## config.mk

```make
export PLATFORM = sky130hd
export DESIGN_NAME = host_apb_port
export DESIGN_NICKNAME = d
export VERILOG_FILES = /design/src/riscv151_pkg.sv /design/src/host_apb_port.sv
export SDC_FILE = /design/constraint.sdc
export NUM_CORES = 1
export LEC_CHECK = 0
export ABC_CLOCK_PERIOD_IN_PS = 2600
export BUFFER_PORTS_ARGS = -buffer_cell sky130_fd_sc_hd__clkbuf_2
export CAP_MARGIN = 20
export CORE_AREA = 5 5 97 99
export DETAILED_ROUTE_END_ITERATION = 10
export DIE_AREA = 0 0 102 104
export MAX_ROUTING_LAYER = met4
export PLACE_DENSITY = 0.64
export SYNTH_ARGS = -nofsm -noshare
export SYNTH_HDL_FRONTEND = slang
export SYNTH_SLANG_ARGS = --single-unit
```

## constraint.sdc

```tcl
create_clock -name clk -period 2.6 [get_ports clk]
set_input_delay 0.52 -clock clk [delete_from_list [all_inputs] [get_ports clk]]
set_output_delay 0.52 -clock clk [all_outputs]
set_load 0.01 [all_outputs]
```

## src/riscv151_pkg.sv

```systemverilog
package riscv151_pkg;

    typedef enum logic [6:0] {
        OP     = 7'b0110011,
        OP_IMM = 7'b0010011,
        LUI    = 7'b0110111,
        LOAD   = 7'b0000011,
        STORE  = 7'b0100011,
        BRANCH = 7'b1100011,
        JAL    = 7'b1101111,
        SYSTEM = 7'b1110011
    } opcode_e;

    typedef enum logic [3:0] {
        ADD, SUB, AND, OR, XOR, SLT, SLL, SRL, PASS_B
    } alu_op_e;

    typedef enum logic [1:0] {
        ALU, MEM, PC4, CSR
    } wb_sel_e;

    // R view, also gives rs1/rs2/rd/funct3 for every format
    typedef struct packed {
        logic [6:0] funct7;
        logic [4:0] rs2;
        logic [4:0] rs1;
        logic [2:0] funct3;
        logic [4:0] rd;
        logic [6:0] opcode;
    } r_type_t;

    typedef struct packed {
        logic [11:0] imm;   // csr number for SYSTEM
        logic [4:0]  rs1;
        logic [2:0]  funct3;
        logic [4:0]  rd;
        logic [6:0]  opcode;
    } i_type_t;

    // S view, B immediates are scrambled into the same slots
    typedef struct packed {
        logic [6:0] imm_hi;
        logic [4:0] rs2;
        logic [4:0] rs1;
        logic [2:0] funct3;
        logic [4:0] imm_lo;
        logic [6:0] opcode;
    } s_type_t;

    typedef struct packed {
        logic [19:0] imm;
        logic [4:0]  rd;
        logic [6:0]  opcode;
    } u_type_t;

    typedef union packed {
        r_type_t r;
        i_type_t i;
        s_type_t s;
        u_type_t u;   // U and J share this view
    } inst_t;

    localparam logic [11:0] CSR_TOHOST = 12'h51e;

    // host address map
    localparam logic [31:0] IMEM_BASE = 32'h0000_0000;
    localparam logic [31:0] DMEM_BASE = 32'h1000_0000;
    localparam logic [31:0] CTRL_ADDR = 32'h2000_0000;  // bit 0 is run
    localparam logic [31:0] CSR_ADDR  = 32'h2000_0004;  // read only

endpackage

```

## src/host_apb_port.sv

```systemverilog
`timescale 1ns/1ns

module host_apb_port #(
    parameter int IMEM_AWIDTH = 10,
    parameter int DMEM_AWIDTH = 10
) (
    input  logic                   clk,
    input  logic                   reset_i,
    input  logic                   psel_i,
    input  logic                   penable_i,
    input  logic                   pwrite_i,
    input  logic [31:0]            paddr_i,
    input  logic [31:0]            pwdata_i,
    output logic [31:0]            prdata_o,
    output logic                   pready_o,
    output logic                   pslverr_o,
    output logic                   run_o,
    output logic                   imem_we_o,
    output logic [IMEM_AWIDTH-1:0] imem_addr_o,
    output logic [31:0]            imem_wdata_o,
    output logic [DMEM_AWIDTH-1:0] dmem_addr_o,
    output logic                   dmem_we_o,
    output logic [31:0]            dmem_wdata_o,
    input  logic [31:0]            dmem_rdata_i,
    input  logic [31:0]            csr_i
);
    logic access;
    logic is_imem, is_dmem, is_ctrl, is_csr;

    assign access  = psel_i && penable_i;
    assign is_imem = (paddr_i >> (IMEM_AWIDTH + 2)) == (riscv151_pkg::IMEM_BASE >> (IMEM_AWIDTH + 2));
    assign is_dmem = (paddr_i >> (DMEM_AWIDTH + 2)) == (riscv151_pkg::DMEM_BASE >> (DMEM_AWIDTH + 2));
    assign is_ctrl = paddr_i == riscv151_pkg::CTRL_ADDR;
    assign is_csr  = paddr_i == riscv151_pkg::CSR_ADDR;

    always_ff @(posedge clk) begin
        if (reset_i) begin
            run_o <= 1'b0;
        end else if (access && pwrite_i && is_ctrl) begin
            run_o <= pwdata_i[0];
        end
    end

    assign imem_we_o    = access && pwrite_i && is_imem && !run_o;
    assign imem_addr_o  = paddr_i[IMEM_AWIDTH+1:2];
    assign imem_wdata_o = pwdata_i;

    // address already valid in setup, so read data is ready in access
    assign dmem_addr_o  = paddr_i[DMEM_AWIDTH+1:2];
    assign dmem_we_o    = access && pwrite_i && is_dmem;
    assign dmem_wdata_o = pwdata_i;

    always_comb begin
        prdata_o = 32'd0;   // imem is write only from the host
        if (is_dmem) prdata_o = dmem_rdata_i;
        if (is_ctrl) prdata_o = {31'd0, run_o};
        if (is_csr)  prdata_o = csr_i;
    end

    assign pready_o  = 1'b1;
    assign pslverr_o = access && (!(is_imem || is_dmem || is_ctrl || is_csr)
                                  || (pwrite_i && is_csr)
                                  || (pwrite_i && is_imem && run_o));

endmodule

```

# After elaboration in Yosys (flattened, before gate mapping)
# Cells that the tools add are included.
# W data, S select, Z words.
totals:
  output_inout_bits: 121
  input_bits: 133
  word_cells: 25
  regBits: 1
classes:
  muxes: 3
  eq_ne: 3
  n_reduce_logical: 18
ops:
  columns: ["cell", "count"]
  rows:
  - ["$mux W32", 3]
  - ["$eq A32 B30 Y1 const B", 2]
  - ["$logic_not A32 Y1", 1]
  - ["$eq A20 B17 Y1 const B", 1]
  - ["$logic_and A1 B1 Y1", 10]
  - ["$logic_or A1 B1 Y1", 5]
  - ["$logic_not A1 Y1", 2]

# Longest topological paths before layout
logic_depth:
  ltp_word: 8
  ltp_mapped: 6
  ltp_nobuf: 4

# Worst setup path before layout
# Ideal clock, no wire load.
synth_timing:
  kind: "in2out"
  start: "input port paddr_i[26]"
  end: "output port prdata_o[10]"
  t_arrival_ps: 1777
  required_ps: 2080
  path_buffers: 1
  stages: 5
  path_slack_ps: 303
  path_cell_list: "nor4_2 > nand4_2 > nor4_4 > buf_6 > a22o_1"
synth_via:
  elab_chain_len: 4
  word_cells_on_any_way: 6
  classes_between: "3 x eq/ne; 3 x mux"
synth_lines:
  columns: ["element", "line", "rtl"]
  rows:
  - ["from (decl)", "host_apb_port.sv:12", "input logic [31:0] paddr_i,"]
  - ["$eq A20 B17 Y1", "host_apb_port.sv:32", "assign is_dmem = (paddr_i >> (DMEM_AWIDTH + 2)) == (riscv151_pkg::DMEM_BASE >> (DMEM_AWIDTH + 2));"]
  - ["$mux W32", "host_apb_port.sv:55", "if (is_dmem) prdata_o = dmem_rdata_i;"]
  - ["$mux W32", "host_apb_port.sv:56", "if (is_ctrl) prdata_o = {31'd0, run_o};"]
  - ["$mux W32 (*)", "host_apb_port.sv:57", "if (is_csr) prdata_o = csr_i;"]
  - ["to (decl)", "host_apb_port.sv:14", "output logic [31:0] prdata_o,"]
# Every way passes the cells marked *; elsewhere a longest branch is shown, timed or not.

# Final worst setup path
layout_timing:
  start: "input port paddr_i[26]"
  end: "output port prdata_o[13]"
# The elaborated chain is that of the path after synthesis.

==> impl_metrics.toml <==
[run_status]
status = "completed"

[logic_synthesis]
synth_top_cell_area_share_pct = 52.17
synth_nets = 295
ys_seq_elements = 1
yosys-top-cells-area = "buf_4, a22o_1, nor4_2, buf_6, and4_1"
yosys_warnings = 0
synth_cell_types = 26
synthCells = 162
avgSynthCellArea_um2 = 7.816
syn_area_mm2 = 0.001266
yosysTopAreaCell = "buf_4"
synth-seq-area-share_pct = 1.581

[floorplan]
boundaryPins = 254
die_area_mm2 = 0.01061
initial_core_util_pct = 14.96
core_area_mm2 = 0.008466
dieWidth_um = 102
die_y_um = 104
row_count = 34

[worst_setup_path]
start_kind = "primary input"
endpoint = "prdata_o[13]"
crit_chain = "clkbuf_2 > nor4_2 > buf_4 > nand4_4 > nor4_4 > buf_6 > buf_6 > a22o_1 > clkbuf_2"
reg2reg_setup_slack_ps = 1980
worst-setup-path-type = "primary input to output pin"
reg2reg_from = "run_o"
r2r-end = "run_o"
crit_start = "paddr_i[26]"
slowest_delay_ps = 290
crit_fanout = 7
cp_data_required_time_ps = 2080
rr_worst_depth = 2
cp-end-kind = "output pin"
cp.arrival_ps = 2050
slowest_stage = "nor4_4"

[route]
route.detailed.drc = 0
wl_per_cell_um = 14.42
firstDrtPassIters = 4
drt_iter0_drc = 55
drt_wl_total_um = 5234
via_count = 1409
drtAntennaViolNets = 0
via_per_inst = 3.882

[power]
total_leakage_power_nw = 1.049
p_per_area_mw_per_mm2 = 90.09
ir_drop_mv = 0.07057

[timing]
fin_crit_ps = 2570
finalCritPeriodShare_pct = 98.84
report.final.slew_viol_count = 0
finalHoldViolCount = 0
setup_slack_ps = 30.24
finalSetupTns_ps = 0
rsz0062_at_grt = "true"
finalSetupViolations = 0
skew_ps = 0
timing.fmax_mhz = 389.1
hold_ws_ps = 510.8

[finish]
reg_top3 = "run_o: 1 flops"
top_register = "run_o"
drive_above_1_share_pct = 77.25
nets = 390
syn_to_final_growth_pct = 45.06
fill_cells = 958
num_antenna_cells = 0
utilization_pct = 21.70
largest_reg_flops = 1
fin_cells = 363

[global_routing]
grt_pass1_vias = 1453
busiest_layer = "met2"
gr-usage-all-layers_pct = 8.117
grt_util_met1_pct = 8.898
grt_pass1_wl_um = 6982
grt_max_degree = 34
antenna_found_initial = 0
overflow = 0
met2_usage_pct = 15.00
use_met3_pct = 2.347

[min_path]
hold_class = "flop to flop"

[place]
routabilityCongestion = 0.7275
dp_slack_ps = -111.1
io_buffers = 159
place_hpwl_um = 4451
dpl.cell_count = 358

[clock_tree]
clk_pin_slew_ps = 0
insertion_delay_ps = 0

[run]
drv_cap = 0
-- per-layer routing --
metal,up-vias,wire [µm]
met5,-,0
li1,683,-
met3,7,682
met4,0,16
met1,612,1892
met2,107,2642
-- cell families after synthesis --
group	Yosys count	synth area share, %
buffers and inverters	95	56.13
AO/OA/AOI/OAI	35	23.91
multiplexers	1	0.7905
other	1	0.2962
flip-flops	1	1.581
AND/OR/NAND/NOR	29	17.29
-- through the flow --
stage | cell area, µm² | total power [mW]
2_1_floorplan | 1266 | 0.1615
3_3_place_gp | 1680 | 0.1560
3_5_place_dp | 1680 | 0.1586
4_1_cts | 1718 | 0.1644
5_1_grt | 1837 | 0.1800
6_report | 1837 | 0.1655
-- how the worst min path moves through the flow --
stage	start	to	slack, ps	depth (start not counted)
final	run_o	run_o	510	2
after global routing	run_o	run_o	540	2
after CTS	run_o	run_o	520	2
after detailed placement	run_o	run_o	520	2
after global placement	run_o	run_o	520	2
after floorplan	run_o	run_o	520	2
-- placed cells by master (no fill, tap or decap), drive strengths merged --
cell type | netlist | final
a22o | 32 | 32
and4 | 3 | 3
buf | 91 | 50
clkbuf | 1 | 135
conb | 1 | 1
dfxtp | 1 | 1
inv | 3 | 3
mux2i | 1 | 1
nand2 | 2 | 2
nand2b | 2 | 2
nand3 | 3 | 3
nand4 | 3 | 3
nor2 | 6 | 6
nor3 | 1 | 1
nor4 | 7 | 7
nor4b | 1 | 1
o211ai | 1 | 1
o21ai | 1 | 1
o221ai | 1 | 1
or4 | 1 | 1
-- repair_timing --
| item | in CTS | in global routing |
|---|---|---|
| endpoints found under the setup margin | 5 | 33 |
| hold buffers | 0 | 0 |
| resized for setup | 5 | 34 |
| setup buffers | 1 | 2 |
| cloned | 0 | 3 |
| pin swaps | 1 | 27 |
-- where the power goes --
part	switching (mW)	internal, mW	leakage, nW
sequential	0.000000000000733	0.0157	0.00805
combinational	0.0651	0.0847	1.04
clock	0	0	0
-- Yosys cell counts --
cell type  instances
a22o_1            31
a22o_2             1
and4_1             3
buf_4             88
buf_6              3
clkbuf_2           1
conb_1             1
dfxtp_1            1
inv_1              3
mux2i_1            1
nand2_1            2
nand2b_1           2
nand3_1            2
nand3_2            1
nand4_1            2
nand4_2            1
nor2_1             6
nor3_1             1
nor4_1             2
nor4_2             4
nor4_4             1
nor4b_1            1
o211ai_1           1
o21ai_0            1
o221ai_1           1
or4_1              1
-- final cells by class --
type | count | area (µm²) | area share [%]
repair buffers | 185 | 1077 | 58.65
multi-input cells | 66 | 593.1 | 32.29
flip-flops and latches | 1 | 20.02 | 1.090
well taps | 108 | 135.1 | 7.357
inverters | 3 | 11.26 | 0.6131
-- critical path: cells and delay by family --
family | cells | cell delay (ps)
AO/OA/AOI/OAI | 1 | 140
AND/OR/NAND/NOR | 3 | 680
buffers and inverters | 5 | 680
(Power assumes the default switching activity.)
