<file path="src/riscv151_pkg.sv">
package riscv151_pkg;

    typedef enum logic [6:0] {
        OP     = 7'b0110011,
        OP_IMM = 7'b0010011,
        LUI    = 7'b0110111,
        LOAD   = 7'b0000011,
        STORE  = 7'b0100011,
        BRANCH = 7'b1100011,
        JAL    = 7'b1101111,
        SYSTEM = 7'b1110011
    } opcode_e;

    typedef enum logic [3:0] {
        ADD, SUB, AND, OR, XOR, SLT, SLL, SRL, PASS_B
    } alu_op_e;

    typedef enum logic [1:0] {
        ALU, MEM, PC4, CSR
    } wb_sel_e;

    // R view, also gives rs1/rs2/rd/funct3 for every format
    typedef struct packed {
        logic [6:0] funct7;
        logic [4:0] rs2;
        logic [4:0] rs1;
        logic [2:0] funct3;
        logic [4:0] rd;
        logic [6:0] opcode;
    } r_type_t;

    typedef struct packed {
        logic [11:0] imm;   // csr number for SYSTEM
        logic [4:0]  rs1;
        logic [2:0]  funct3;
        logic [4:0]  rd;
        logic [6:0]  opcode;
    } i_type_t;

    // S view, B immediates are scrambled into the same slots
    typedef struct packed {
        logic [6:0] imm_hi;
        logic [4:0] rs2;
        logic [4:0] rs1;
        logic [2:0] funct3;
        logic [4:0] imm_lo;
        logic [6:0] opcode;
    } s_type_t;

    typedef struct packed {
        logic [19:0] imm;
        logic [4:0]  rd;
        logic [6:0]  opcode;
    } u_type_t;

    typedef union packed {
        r_type_t r;
        i_type_t i;
        s_type_t s;
        u_type_t u;   // U and J share this view
    } inst_t;

    localparam logic [11:0] CSR_TOHOST = 12'h51e;

    // host address map
    localparam logic [31:0] IMEM_BASE = 32'h0000_0000;
    localparam logic [31:0] DMEM_BASE = 32'h1000_0000;
    localparam logic [31:0] CTRL_ADDR = 32'h2000_0000;  // bit 0 is run
    localparam logic [31:0] CSR_ADDR  = 32'h2000_0004;  // read only

endpackage

</file>
<file path="src/riscv151_if.sv">
`timescale 1ns/1ns

// decoded instruction handed from decode to execute in the same cycle
interface ex_bus_if;
    logic [31:0]           pc;
    logic [4:0]            rs1_addr;
    logic [4:0]            rs2_addr;
    logic [4:0]            rd_addr;
    logic [31:0]           rs1_data;
    logic [31:0]           rs2_data;
    logic [31:0]           imm;
    riscv151_pkg::alu_op_e alu_op;
    logic                  use_imm;
    logic                  mem_we;
    logic                  mem_re;
    logic                  is_branch;
    logic                  branch_ne;   // bne when set, beq otherwise
    logic                  is_jal;
    logic                  csr_we;
    logic                  rd_we;
    riscv151_pkg::wb_sel_e wb_sel;

    modport dec (
        output pc, rs1_addr, rs2_addr, rd_addr, rs1_data, rs2_data, imm, alu_op,
        output use_imm, mem_we, mem_re, is_branch, branch_ne, is_jal, csr_we, rd_we, wb_sel
    );

    modport exe (
        input pc, rs1_addr, rs2_addr, rd_addr, rs1_data, rs2_data, imm, alu_op,
        input use_imm, mem_we, mem_re, is_branch, branch_ne, is_jal, csr_we, rd_we, wb_sel
    );
endinterface

</file>
<file path="src/decoder.sv">
`timescale 1ns/1ns

module decoder (
    input  riscv151_pkg::inst_t inst_i,
    input  logic [31:0]         pc_i,
    input  logic                valid_i,
    output logic [4:0]          rs1_addr_o,
    output logic [4:0]          rs2_addr_o,
    input  logic [31:0]         rs1_data_i,
    input  logic [31:0]         rs2_data_i,
    ex_bus_if.dec               bus
);
    logic [31:0]           imm_i, imm_s, imm_b, imm_u, imm_j;
    riscv151_pkg::alu_op_e arith_op;

    assign imm_i = {{20{inst_i.i.imm[11]}}, inst_i.i.imm};
    assign imm_s = {{20{inst_i.s.imm_hi[6]}}, inst_i.s.imm_hi, inst_i.s.imm_lo};
    assign imm_b = {{20{inst_i.s.imm_hi[6]}}, inst_i.s.imm_lo[0], inst_i.s.imm_hi[5:0],
                    inst_i.s.imm_lo[4:1], 1'b0};
    assign imm_u = {inst_i.u.imm, 12'd0};
    assign imm_j = {{12{inst_i.u.imm[19]}}, inst_i.u.imm[7:0], inst_i.u.imm[8],
                    inst_i.u.imm[18:9], 1'b0};

    // funct3 shared by register and immediate forms, sub only for OP
    always_comb begin
        case (inst_i.r.funct3)
            3'b000: begin
                if (inst_i.r.opcode == riscv151_pkg::OP && inst_i.r.funct7[5]) begin
                    arith_op = riscv151_pkg::SUB;
                end else begin
                    arith_op = riscv151_pkg::ADD;
                end
            end
            3'b001:  arith_op = riscv151_pkg::SLL;
            3'b010:  arith_op = riscv151_pkg::SLT;
            3'b100:  arith_op = riscv151_pkg::XOR;
            3'b101:  arith_op = riscv151_pkg::SRL;
            3'b110:  arith_op = riscv151_pkg::OR;
            3'b111:  arith_op = riscv151_pkg::AND;
            default: arith_op = riscv151_pkg::ADD;
        endcase
    end

    assign rs1_addr_o   = inst_i.r.rs1;
    assign rs2_addr_o   = inst_i.r.rs2;
    assign bus.pc       = pc_i;
    assign bus.rs1_addr = inst_i.r.rs1;
    assign bus.rs2_addr = inst_i.r.rs2;
    assign bus.rd_addr  = inst_i.r.rd;
    assign bus.rs1_data = rs1_data_i;
    assign bus.rs2_data = rs2_data_i;

    always_comb begin
        // defaults form a bubble
        bus.imm       = imm_i;
        bus.alu_op    = riscv151_pkg::ADD;
        bus.use_imm   = 1'b0;
        bus.mem_we    = 1'b0;
        bus.mem_re    = 1'b0;
        bus.is_branch = 1'b0;
        bus.branch_ne = inst_i.r.funct3[0];
        bus.is_jal    = 1'b0;
        bus.csr_we    = 1'b0;
        bus.rd_we     = 1'b0;
        bus.wb_sel    = riscv151_pkg::ALU;
        if (valid_i) begin
            case (inst_i.r.opcode)
                riscv151_pkg::OP: begin
                    bus.alu_op = arith_op;
                    bus.rd_we  = 1'b1;
                end
                riscv151_pkg::OP_IMM: begin
                    bus.alu_op  = arith_op;
                    bus.use_imm = 1'b1;
                    bus.rd_we   = 1'b1;
                end
                riscv151_pkg::LUI: begin
                    bus.imm     = imm_u;
                    bus.alu_op  = riscv151_pkg::PASS_B;
                    bus.use_imm = 1'b1;
                    bus.rd_we   = 1'b1;
                end
                riscv151_pkg::LOAD: begin   // lw, address is rs1 + imm
                    bus.use_imm = 1'b1;
                    bus.mem_re  = 1'b1;
                    bus.rd_we   = 1'b1;
                end
                riscv151_pkg::STORE: begin
                    bus.imm     = imm_s;
                    bus.use_imm = 1'b1;
                    bus.mem_we  = 1'b1;
                end
                riscv151_pkg::BRANCH: begin
                    bus.imm       = imm_b;
                    bus.is_branch = 1'b1;
                end
                riscv151_pkg::JAL: begin
                    bus.imm    = imm_j;
                    bus.is_jal = 1'b1;
                    bus.rd_we  = 1'b1;
                    bus.wb_sel = riscv151_pkg::PC4;
                end
                riscv151_pkg::SYSTEM: begin
                    // csrrw to tohost only, rs1 + 0 carries the new value
                    if (inst_i.r.funct3 == 3'b001 && inst_i.i.imm == riscv151_pkg::CSR_TOHOST) begin
                        bus.imm     = 32'd0;
                        bus.use_imm = 1'b1;
                        bus.csr_we  = 1'b1;
                        bus.rd_we   = 1'b1;
                        bus.wb_sel  = riscv151_pkg::CSR;
                    end
                end
                default: ;
            endcase
        end
    end

endmodule

</file>
<file path="src/flat_wrapper.sv">
// flat-port wrapper written by rule: the top's interface ports become plain ports
module decoder_flat 
  (inst_i, pc_i, valid_i, rs1_addr_o, rs2_addr_o, rs1_data_i, rs2_data_i, bus_pc, bus_rs1_addr, bus_rs2_addr, bus_rd_addr, bus_rs1_data, bus_rs2_data, bus_imm, bus_alu_op, bus_use_imm, bus_mem_we, bus_mem_re, bus_is_branch, bus_branch_ne, bus_is_jal, bus_csr_we, bus_rd_we, bus_wb_sel);
  ex_bus_if bus_i ();
  input  riscv151_pkg::inst_t inst_i;
  input  logic [31:0] pc_i;
  input  logic valid_i;
  output logic [4:0] rs1_addr_o;
  output logic [4:0] rs2_addr_o;
  input  logic [31:0] rs1_data_i;
  input  logic [31:0] rs2_data_i;
  output wire logic [$bits(bus_i.pc)-1:0] bus_pc;
  output wire logic [$bits(bus_i.rs1_addr)-1:0] bus_rs1_addr;
  output wire logic [$bits(bus_i.rs2_addr)-1:0] bus_rs2_addr;
  output wire logic [$bits(bus_i.rd_addr)-1:0] bus_rd_addr;
  output wire logic [$bits(bus_i.rs1_data)-1:0] bus_rs1_data;
  output wire logic [$bits(bus_i.rs2_data)-1:0] bus_rs2_data;
  output wire logic [$bits(bus_i.imm)-1:0] bus_imm;
  output wire logic [$bits(bus_i.alu_op)-1:0] bus_alu_op;
  output wire logic [$bits(bus_i.use_imm)-1:0] bus_use_imm;
  output wire logic [$bits(bus_i.mem_we)-1:0] bus_mem_we;
  output wire logic [$bits(bus_i.mem_re)-1:0] bus_mem_re;
  output wire logic [$bits(bus_i.is_branch)-1:0] bus_is_branch;
  output wire logic [$bits(bus_i.branch_ne)-1:0] bus_branch_ne;
  output wire logic [$bits(bus_i.is_jal)-1:0] bus_is_jal;
  output wire logic [$bits(bus_i.csr_we)-1:0] bus_csr_we;
  output wire logic [$bits(bus_i.rd_we)-1:0] bus_rd_we;
  output wire logic [$bits(bus_i.wb_sel)-1:0] bus_wb_sel;
  assign bus_pc = bus_i.pc;
  assign bus_rs1_addr = bus_i.rs1_addr;
  assign bus_rs2_addr = bus_i.rs2_addr;
  assign bus_rd_addr = bus_i.rd_addr;
  assign bus_rs1_data = bus_i.rs1_data;
  assign bus_rs2_data = bus_i.rs2_data;
  assign bus_imm = bus_i.imm;
  assign bus_alu_op = bus_i.alu_op;
  assign bus_use_imm = bus_i.use_imm;
  assign bus_mem_we = bus_i.mem_we;
  assign bus_mem_re = bus_i.mem_re;
  assign bus_is_branch = bus_i.is_branch;
  assign bus_branch_ne = bus_i.branch_ne;
  assign bus_is_jal = bus_i.is_jal;
  assign bus_csr_we = bus_i.csr_we;
  assign bus_rd_we = bus_i.rd_we;
  assign bus_wb_sel = bus_i.wb_sel;
  decoder u_core (.inst_i(inst_i), .pc_i(pc_i), .valid_i(valid_i), .rs1_addr_o(rs1_addr_o), .rs2_addr_o(rs2_addr_o), .rs1_data_i(rs1_data_i), .rs2_data_i(rs2_data_i), .bus(bus_i));
endmodule
</file>
<file path="config.mk">
export PLATFORM = sky130hd
export DESIGN_NAME = decoder_flat
export DESIGN_NICKNAME = d
export VERILOG_FILES = /design/src/riscv151_pkg.sv /design/src/riscv151_if.sv /design/src/decoder.sv /design/src/flat_wrapper.sv
export SDC_FILE = /design/constraint.sdc
export NUM_CORES = 1
export LEC_CHECK = 0
export BUFFER_PORTS_ARGS = -buffer_cell sky130_fd_sc_hd__buf_2
export CAP_MARGIN = 20
export CORE_AREA = 2 2 115 117
export DETAILED_ROUTE_END_ITERATION = 10
export DIE_AREA = 0 0 117 119
export MAX_ROUTING_LAYER = met4
export SLEW_MARGIN = 20
export SYNTH_ARGS = -nofsm -noshare
export SYNTH_HDL_FRONTEND = slang
export SYNTH_SLANG_ARGS = --single-unit
</file>
<file path="constraint.sdc">
create_clock -name vclk -period 3.15
set_input_delay 0.315 -clock vclk [all_inputs]
set_output_delay 0.315 -clock vclk [all_outputs]
set_load 0.02 [all_outputs]
</file>
Word-level counts from Yosys, hierarchy flattened

Cells that the tools add are included.

Register bits after elaboration: 0
Input bits: 129
Word-level logic and storage cells: 46

Equal/unequal tests: 15
Muxes and demuxes: 25
Reductions and logical operators: 6

Operator list:

| cell                 | count |
|---|---|
| $pmux 32 s5          | 1 |
| $mux 32              | 2 |
| $eq 7x6->1 const B   | 3 |
| $eq 7x7->1 const B   | 3 |
| $pmux 3 s7           | 1 |
| $mux 1               | 14 |
| $eq 12x11->1 const B | 1 |
| $eq 3x3->1 const B   | 4 |
| $pmux 4 s2           | 1 |
| $eq 7x2->1 const B   | 1 |
| $eq 7x5->1 const B   | 1 |
| $reduce_or 5->1      | 1 |
| $mux 2               | 2 |
| $mux 4               | 1 |
| $pmux 1 s2           | 2 |
| $pmux 2 s2           | 1 |
| $reduce_or 4->1      | 1 |
| $eq 3x1->1 const B   | 1 |
| $eq 3x2->1 const B   | 1 |
| $logic_not 3->1      | 1 |
| $logic_and 1x1->1    | 2 |
| $reduce_or 2->1      | 1 |

Longest topological paths before layout

Gate-level depths: netlist of the first run.

Word-level depth: 6
Mapped depth: 7
Mapped depth without buffers: 5

Worst setup path before layout of the first run

No wires, ideal clock.

Kind: input -> output
From: input port inst_i[2] in the netlist's numbering
To: output port bus_imm[22]
Arrival time: 1.606 ns
Data required time: 2.835 ns
Path slack: 1.229 ns
Stages on the path: 7
Path buffers: 2
Path through: buf_2 -> or2_4 -> o211a_4 -> nor2_4 -> and3_4 -> buf_8 -> a21o_1

Word-level cells in the longest chain between the ends: 3
Elaborated cells on any way between the ends: 7
Classes of those cells: eq/ne: 5; mux: 2

Ends and longest elaborated chain:

| what                                            | RTL line           | source |
|---|---|---|
| from (decl)                                     | flat_wrapper.sv:5  | `input riscv151_pkg::inst_t inst_i;` |
| $eq 7x7->1 / $eq 7x6->1 (equally long branches) | decoder.sv:67      | `case (inst_i.r.opcode)` |
| $pmux 32 s5 *                                   | decoder.sv:67      |  |
| $mux 32 *                                       | decoder.sv:66      | `if (valid_i) begin` |
| to (decl)                                       | flat_wrapper.sv:18 | `output wire logic [$bits(bus_i.imm)-1:0] bus_imm;` |

Mark *: on every way between the ends. The rest lies on a longest branch, timed or not.

Worst setup path in the final report of the first run

From: input port inst_i[1] in the netlist's numbering
To: output port bus_imm[21]

Same word-level chain as after synthesis.

==> impl_metrics.json, run 1 <==
{
  "portBuffers": 104,
  "yosysSeqAreaShare_pct": 0,
  "ant_nets": 0,
  "routabilityCongestion": 0.740,
  "multi_input_area_sq_um": 821,
  "cpMaxStageDelayCell": "a31oi_1",
  "fill_cells": 1481,
  "path_delay_family": "compound AO/OA/AOI/OAI gates",
  "drt_iter0_markers": 40,
  "syn_inst": 239,
  "path_common_cell": "buf_2",
  "grt_max_degree": 20,
  "drv_slew": 0,
  "fin_setup_tns_ns": 0,
  "hold-path-endpoint": "bus_rs1_data[27]",
  "hold_depth": 0,
  "critPathRequiredTime_ns": 2.83,
  "synth_area_sq_mm": 0.00184,
  "hpwl_microns": 5530,
  "grt_pass1_vias": 1260,
  "setup-violations-final": 0,
  "path_buf_inv": 3,
  "nets": 341,
  "relSlewSlack_pct": 53.8,
  "synth_top_family_by_area": "buffers and inverters",
  "drive_gt1_share_pct": 59.0,
  "final.min_clock_period_ns": 2.41,
  "p_leak_nw": 0.788,
  "mostFrequentLayoutCells": "buf_2, a21o_1, nor2_1, nor2b_1, a41o_1",
  "synthMuxAreaShare_pct": 0.545,
  "peakVddDrop_mv": 0.0270,
  "cts_setup_buffers": 0,
  "wire_per_inst_microns": 16.2,
  "totalWireLength_microns": 6270,
  "hold_buffers": 0,
  "maxCapViolCount": 0,
  "design.seq.count": 0,
  "yosysWarnings": 0,
  "synth-simple-area-share_pct": 22.2,
  "detail_route.first_pass.iterations": 4,
  "criticalPathCategory": "primary input to primary output",
  "synth_fa_ha_area_share_pct": 0,
  "die_h_microns": 119,
  "status": "finished clean",
  "final_common_cell": "buf_2",
  "hold_path_class": "primary input to primary output",
  "startpoint_type": "primary input",
  "cp_max_fo": 12,
  "antenna_found_initial": 0,
  "num_io_pins": 296,
  "powerDensity_mw_per_mm2": 133,
  "start_util_pct": 14.3,
  "rsz0062_at_grt": "false",
  "hold_start": "rs1_data_i[27]",
  "vias_per_cell": 3.69,
  "synthXorXnorAreaFrac_pct": 0.954,
  "synth_area_leaders": "buf_4, a41o_1, a21o_1",
  "antenna_cells": 0,
  "hold_viol": 0,
  "regArea_sq_um": 0,
  "clock.fmax_ghz": 0.416,
  "finalCritPeriodShare_pct": 76.4,
  "drc_errors": 0,
  "track_usage_pct": 8.06,
  "grt_overflow_total": 0,
  "cp.arrival_ns": 2.09,
  "die-area_sq_mm": 0.0139,
  "fp-row-count": 42,
  "yosysTopAreaCell": "buf_4",
  "synth_top_cell_area_share_pct": 50.3,
  "placedCellCount": 386,
  "cts.repair.resized": 0,
  "vias": 1424,
  "slowest_delay_ns": 0.56,
  "path_cells": "buf_2, and2_1, and3_4, a31oi_1, buf_4, a21o_1, buf_2",
  "fp.dieW_microns": 117,
  "crit_path_end_kind": "primary output",
  "nClkBuffers": 0,
  "tightest_slew_ns": 0.689,
  "fin_cells": 386,
  "syn_area_per_cell_sq_um": 7.69,
  "synth-compound-area-share_pct": 21.0,
  "layout-area-overhead-vs-synth_pct": -14.0,
  "synth_nets": 368,
  "synth.distinct_cells": 50,
  "core-area_sq_mm": 0.0129,
  "grt_pass1_wl_microns": 8000
}
-- worst max path at each step --
stage,from,to,slack (ns),cells past startpoint
floorplan,inst_i[2],bus_imm[22],1.23,7
global placement,inst_i[1],bus_imm[20],0.58,7
detailed placement,inst_i[1],bus_imm[21],0.68,7
CTS,inst_i[1],bus_imm[21],0.68,7
global route,inst_i[1],bus_imm[21],0.58,8
finish,inst_i[1],bus_imm[21],0.74,7
-- cells in the mapped netlist, drive strengths merged (2+ instances only) --
library cell and n:
a41o 8, a31oi 3, buf 131, a22o 4, inv 3, and2 5, o21a 2, nor4 4
o21ai 3, o211ai 2, nand4 2, nand4bb 4, clkbuf 3, nor2b 8, nor3 3, nand3 6
a32o 2, and3 5, a21o 12, nor2 10, nand2 5
-- report_power, final --
part | internal (mW) | leakage, nW | switching, mW
sequential | 0 | 0 | 0
clock | 0 | 0 | 0
combinational | 0.0751 | 0.788 | 0.135
total | 0.0751 | 0.788 | 0.135
-- routing by layer --
metal  track usage, %  part of all wire, %
met5                -                    0
met1             8.46                   38
met4             3.97                  5.1
met2             14.1                   47
met3             1.73                  9.7
-- through the flow --
step                hold slack [ns]  area [sq um]  setup slack, ns  total power, mW  util [%]
floorplan                     0.716          1840             1.23            0.332         -
global placement              0.630          1570            0.576            0.211      12.2
detailed placement            0.630          1580            0.683            0.212      12.3
CTS                           0.630          1580            0.684            0.212      12.3
global route                  0.630          1580            0.582            0.229      12.3
finish                        0.630          1580            0.744            0.210      12.3
-- logic make-up (layout without fill, tap and decap cells) --
kind of cell              count (synthesis)  after routing
buffers and inverters                   137            108
and+or+nand+nor                          58             58
muxes                                     1              1
xor gates and xnor gates                  2              2
AOI/OAI and AO/OA                        41             41
-- final cells by class --
cell class	instances	area share (%)
Timing Repair Buffer	105	33.4
Inverter	3	0.713
Multi-Input combinational cell	102	51.9
Tap cell	176	13.9
No activity file was read; power rests on OpenSTA's default activity.
==> inputs of run 2 (changes only) <==
==> constraint.sdc (replaced) <==
create_clock -name vclk -period 2.4
set_input_delay 0.24 -clock vclk [all_inputs]
set_output_delay 0.24 -clock vclk [all_outputs]
set_load 0.02 [all_outputs]
==> impl_metrics.json, run 2 (same netlist as run 1, synthesis figures left out) <==
{
  "setup-violations-final": 0,
  "criticalPathCategory": "primary input to primary output",
  "path_common_cell": "buf_2",
  "peakVddDrop_mv": 0.0310,
  "hold-path-endpoint": "bus_rs1_data[27]",
  "maxCapViolCount": 0,
  "fin_cells": 394,
  "placedCellCount": 394,
  "drt_iter0_markers": 25,
  "hpwl_microns": 5860,
  "cpMaxStageDelayCell": "or4_1",
  "slowest_delay_ns": 0.49,
  "hold_viol": 0,
  "portBuffers": 104,
  "fill_cells": 1491,
  "antenna_found_initial": 0,
  "crit_path_end_kind": "primary output",
  "core-area_sq_mm": 0.0129,
  "fp.dieW_microns": 117,
  "die-area_sq_mm": 0.0139,
  "cts_setup_buffers": 0,
  "tightest_slew_ns": 0.608,
  "regArea_sq_um": 0,
  "final_common_cell": "buf_2",
  "hold_buffers": 0,
  "path_cells": "buf_2, or3b_4, or4_1, nor2_2, o21a_1, buf_2",
  "status": "finished clean",
  "die_h_microns": 119,
  "drive_gt1_share_pct": 60.6,
  "drc_errors": 0,
  "clock.fmax_ghz": 0.478,
  "final.min_clock_period_ns": 2.09,
  "grt_overflow_total": 0,
  "p_leak_nw": 0.828,
  "totalWireLength_microns": 6570,
  "layout-area-overhead-vs-synth_pct": -10.7,
  "design.seq.count": 0,
  "fin_setup_tns_ns": 0,
  "mostFrequentLayoutCells": "buf_2, a21o_1, buf_4",
  "startpoint_type": "primary input",
  "antenna_cells": 0,
  "grt_pass1_wl_microns": 8180,
  "hold_path_class": "primary input to primary output",
  "vias": 1446,
  "finalCritPeriodShare_pct": 87.2,
  "nClkBuffers": 0,
  "cp.arrival_ns": 1.85,
  "routabilityCongestion": 0.659,
  "relSlewSlack_pct": 59.2,
  "cp_max_fo": 6,
  "wire_per_inst_microns": 16.7,
  "drv_slew": 0,
  "nets": 349,
  "powerDensity_mw_per_mm2": 176,
  "rsz0062_at_grt": "false",
  "track_usage_pct": 8.43,
  "fp-row-count": 42,
  "hold_start": "rs1_data_i[27]",
  "hold_depth": 0,
  "detail_route.first_pass.iterations": 4,
  "grt_max_degree": 17,
  "critPathRequiredTime_ns": 2.16,
  "grt_pass1_vias": 1259,
  "vias_per_cell": 3.67,
  "start_util_pct": 14.3,
  "ant_nets": 0,
  "cts.repair.resized": 0,
  "num_io_pins": 296
}
-- run 2: cell count changes in the layout (fill, tap and decap cells not counted), sizes merged --
cell and delta:
buf +8
-- run 2: worst max-delay path by stage --
stage | slack (ns) | cells past startpoint | end | start
floorplan | 0.63 | 7 | bus_imm[22] | inst_i[2]
global placement | 0.08 | 7 | bus_imm[20] | inst_i[6]
detailed placement | 0.26 | 6 | bus_use_imm | inst_i[20]
CTS | 0.26 | 6 | bus_use_imm | inst_i[20]
global route | 0.17 | 8 | bus_imm[8] | inst_i[2]
finish | 0.31 | 6 | bus_use_imm | inst_i[20]
-- run 2: where the power goes --
group | internal [mW] | switching, mW
clock | 0 | 0
combinational | 0.107 | 0.182
sequential | 0 | 0
-- run 2: layout make-up --
type                       count  area (sq um)  share of cell area (%)
multi-input combinational    102           821                    50.0
inverter                       3          11.3                   0.687
timing repair buffer         113           588                    35.9
tap                          176           220                    13.4
-- run 2: through the flow --
stage                     instance area [sq um]  setup slack (ns)  hold WS (ns)  utilization (%)  total power, mW
after floorplan                            1840             0.629         0.566                -            0.435
after global placement                     1630            0.0753         0.480             12.7            0.291
after detailed placement                   1640             0.263         0.480             12.7            0.292
after CTS                                  1640             0.258         0.480             12.7            0.293
after global routing                       1640             0.173         0.480             12.7            0.314
final                                      1640             0.306         0.480             12.7            0.288
-- run 2: critical path, delay by kind of cell --
kind	cells	cell delay (ns)
and+or+nand+nor	3	1.13
AOI/OAI and AO/OA	1	0.17
buffers and inverters	2	0.31
-- run 2: per-layer routing --
layer / wire, microns / track usage [%] / vias up
li1: - / - / 660
met1: 2380 / 8.62 / 627
met2: 3230 / 15.3 / 117
met3: 646 / 1.68 / 42
met4: 310 / 3.82 / 0
met5: 0 / - / -
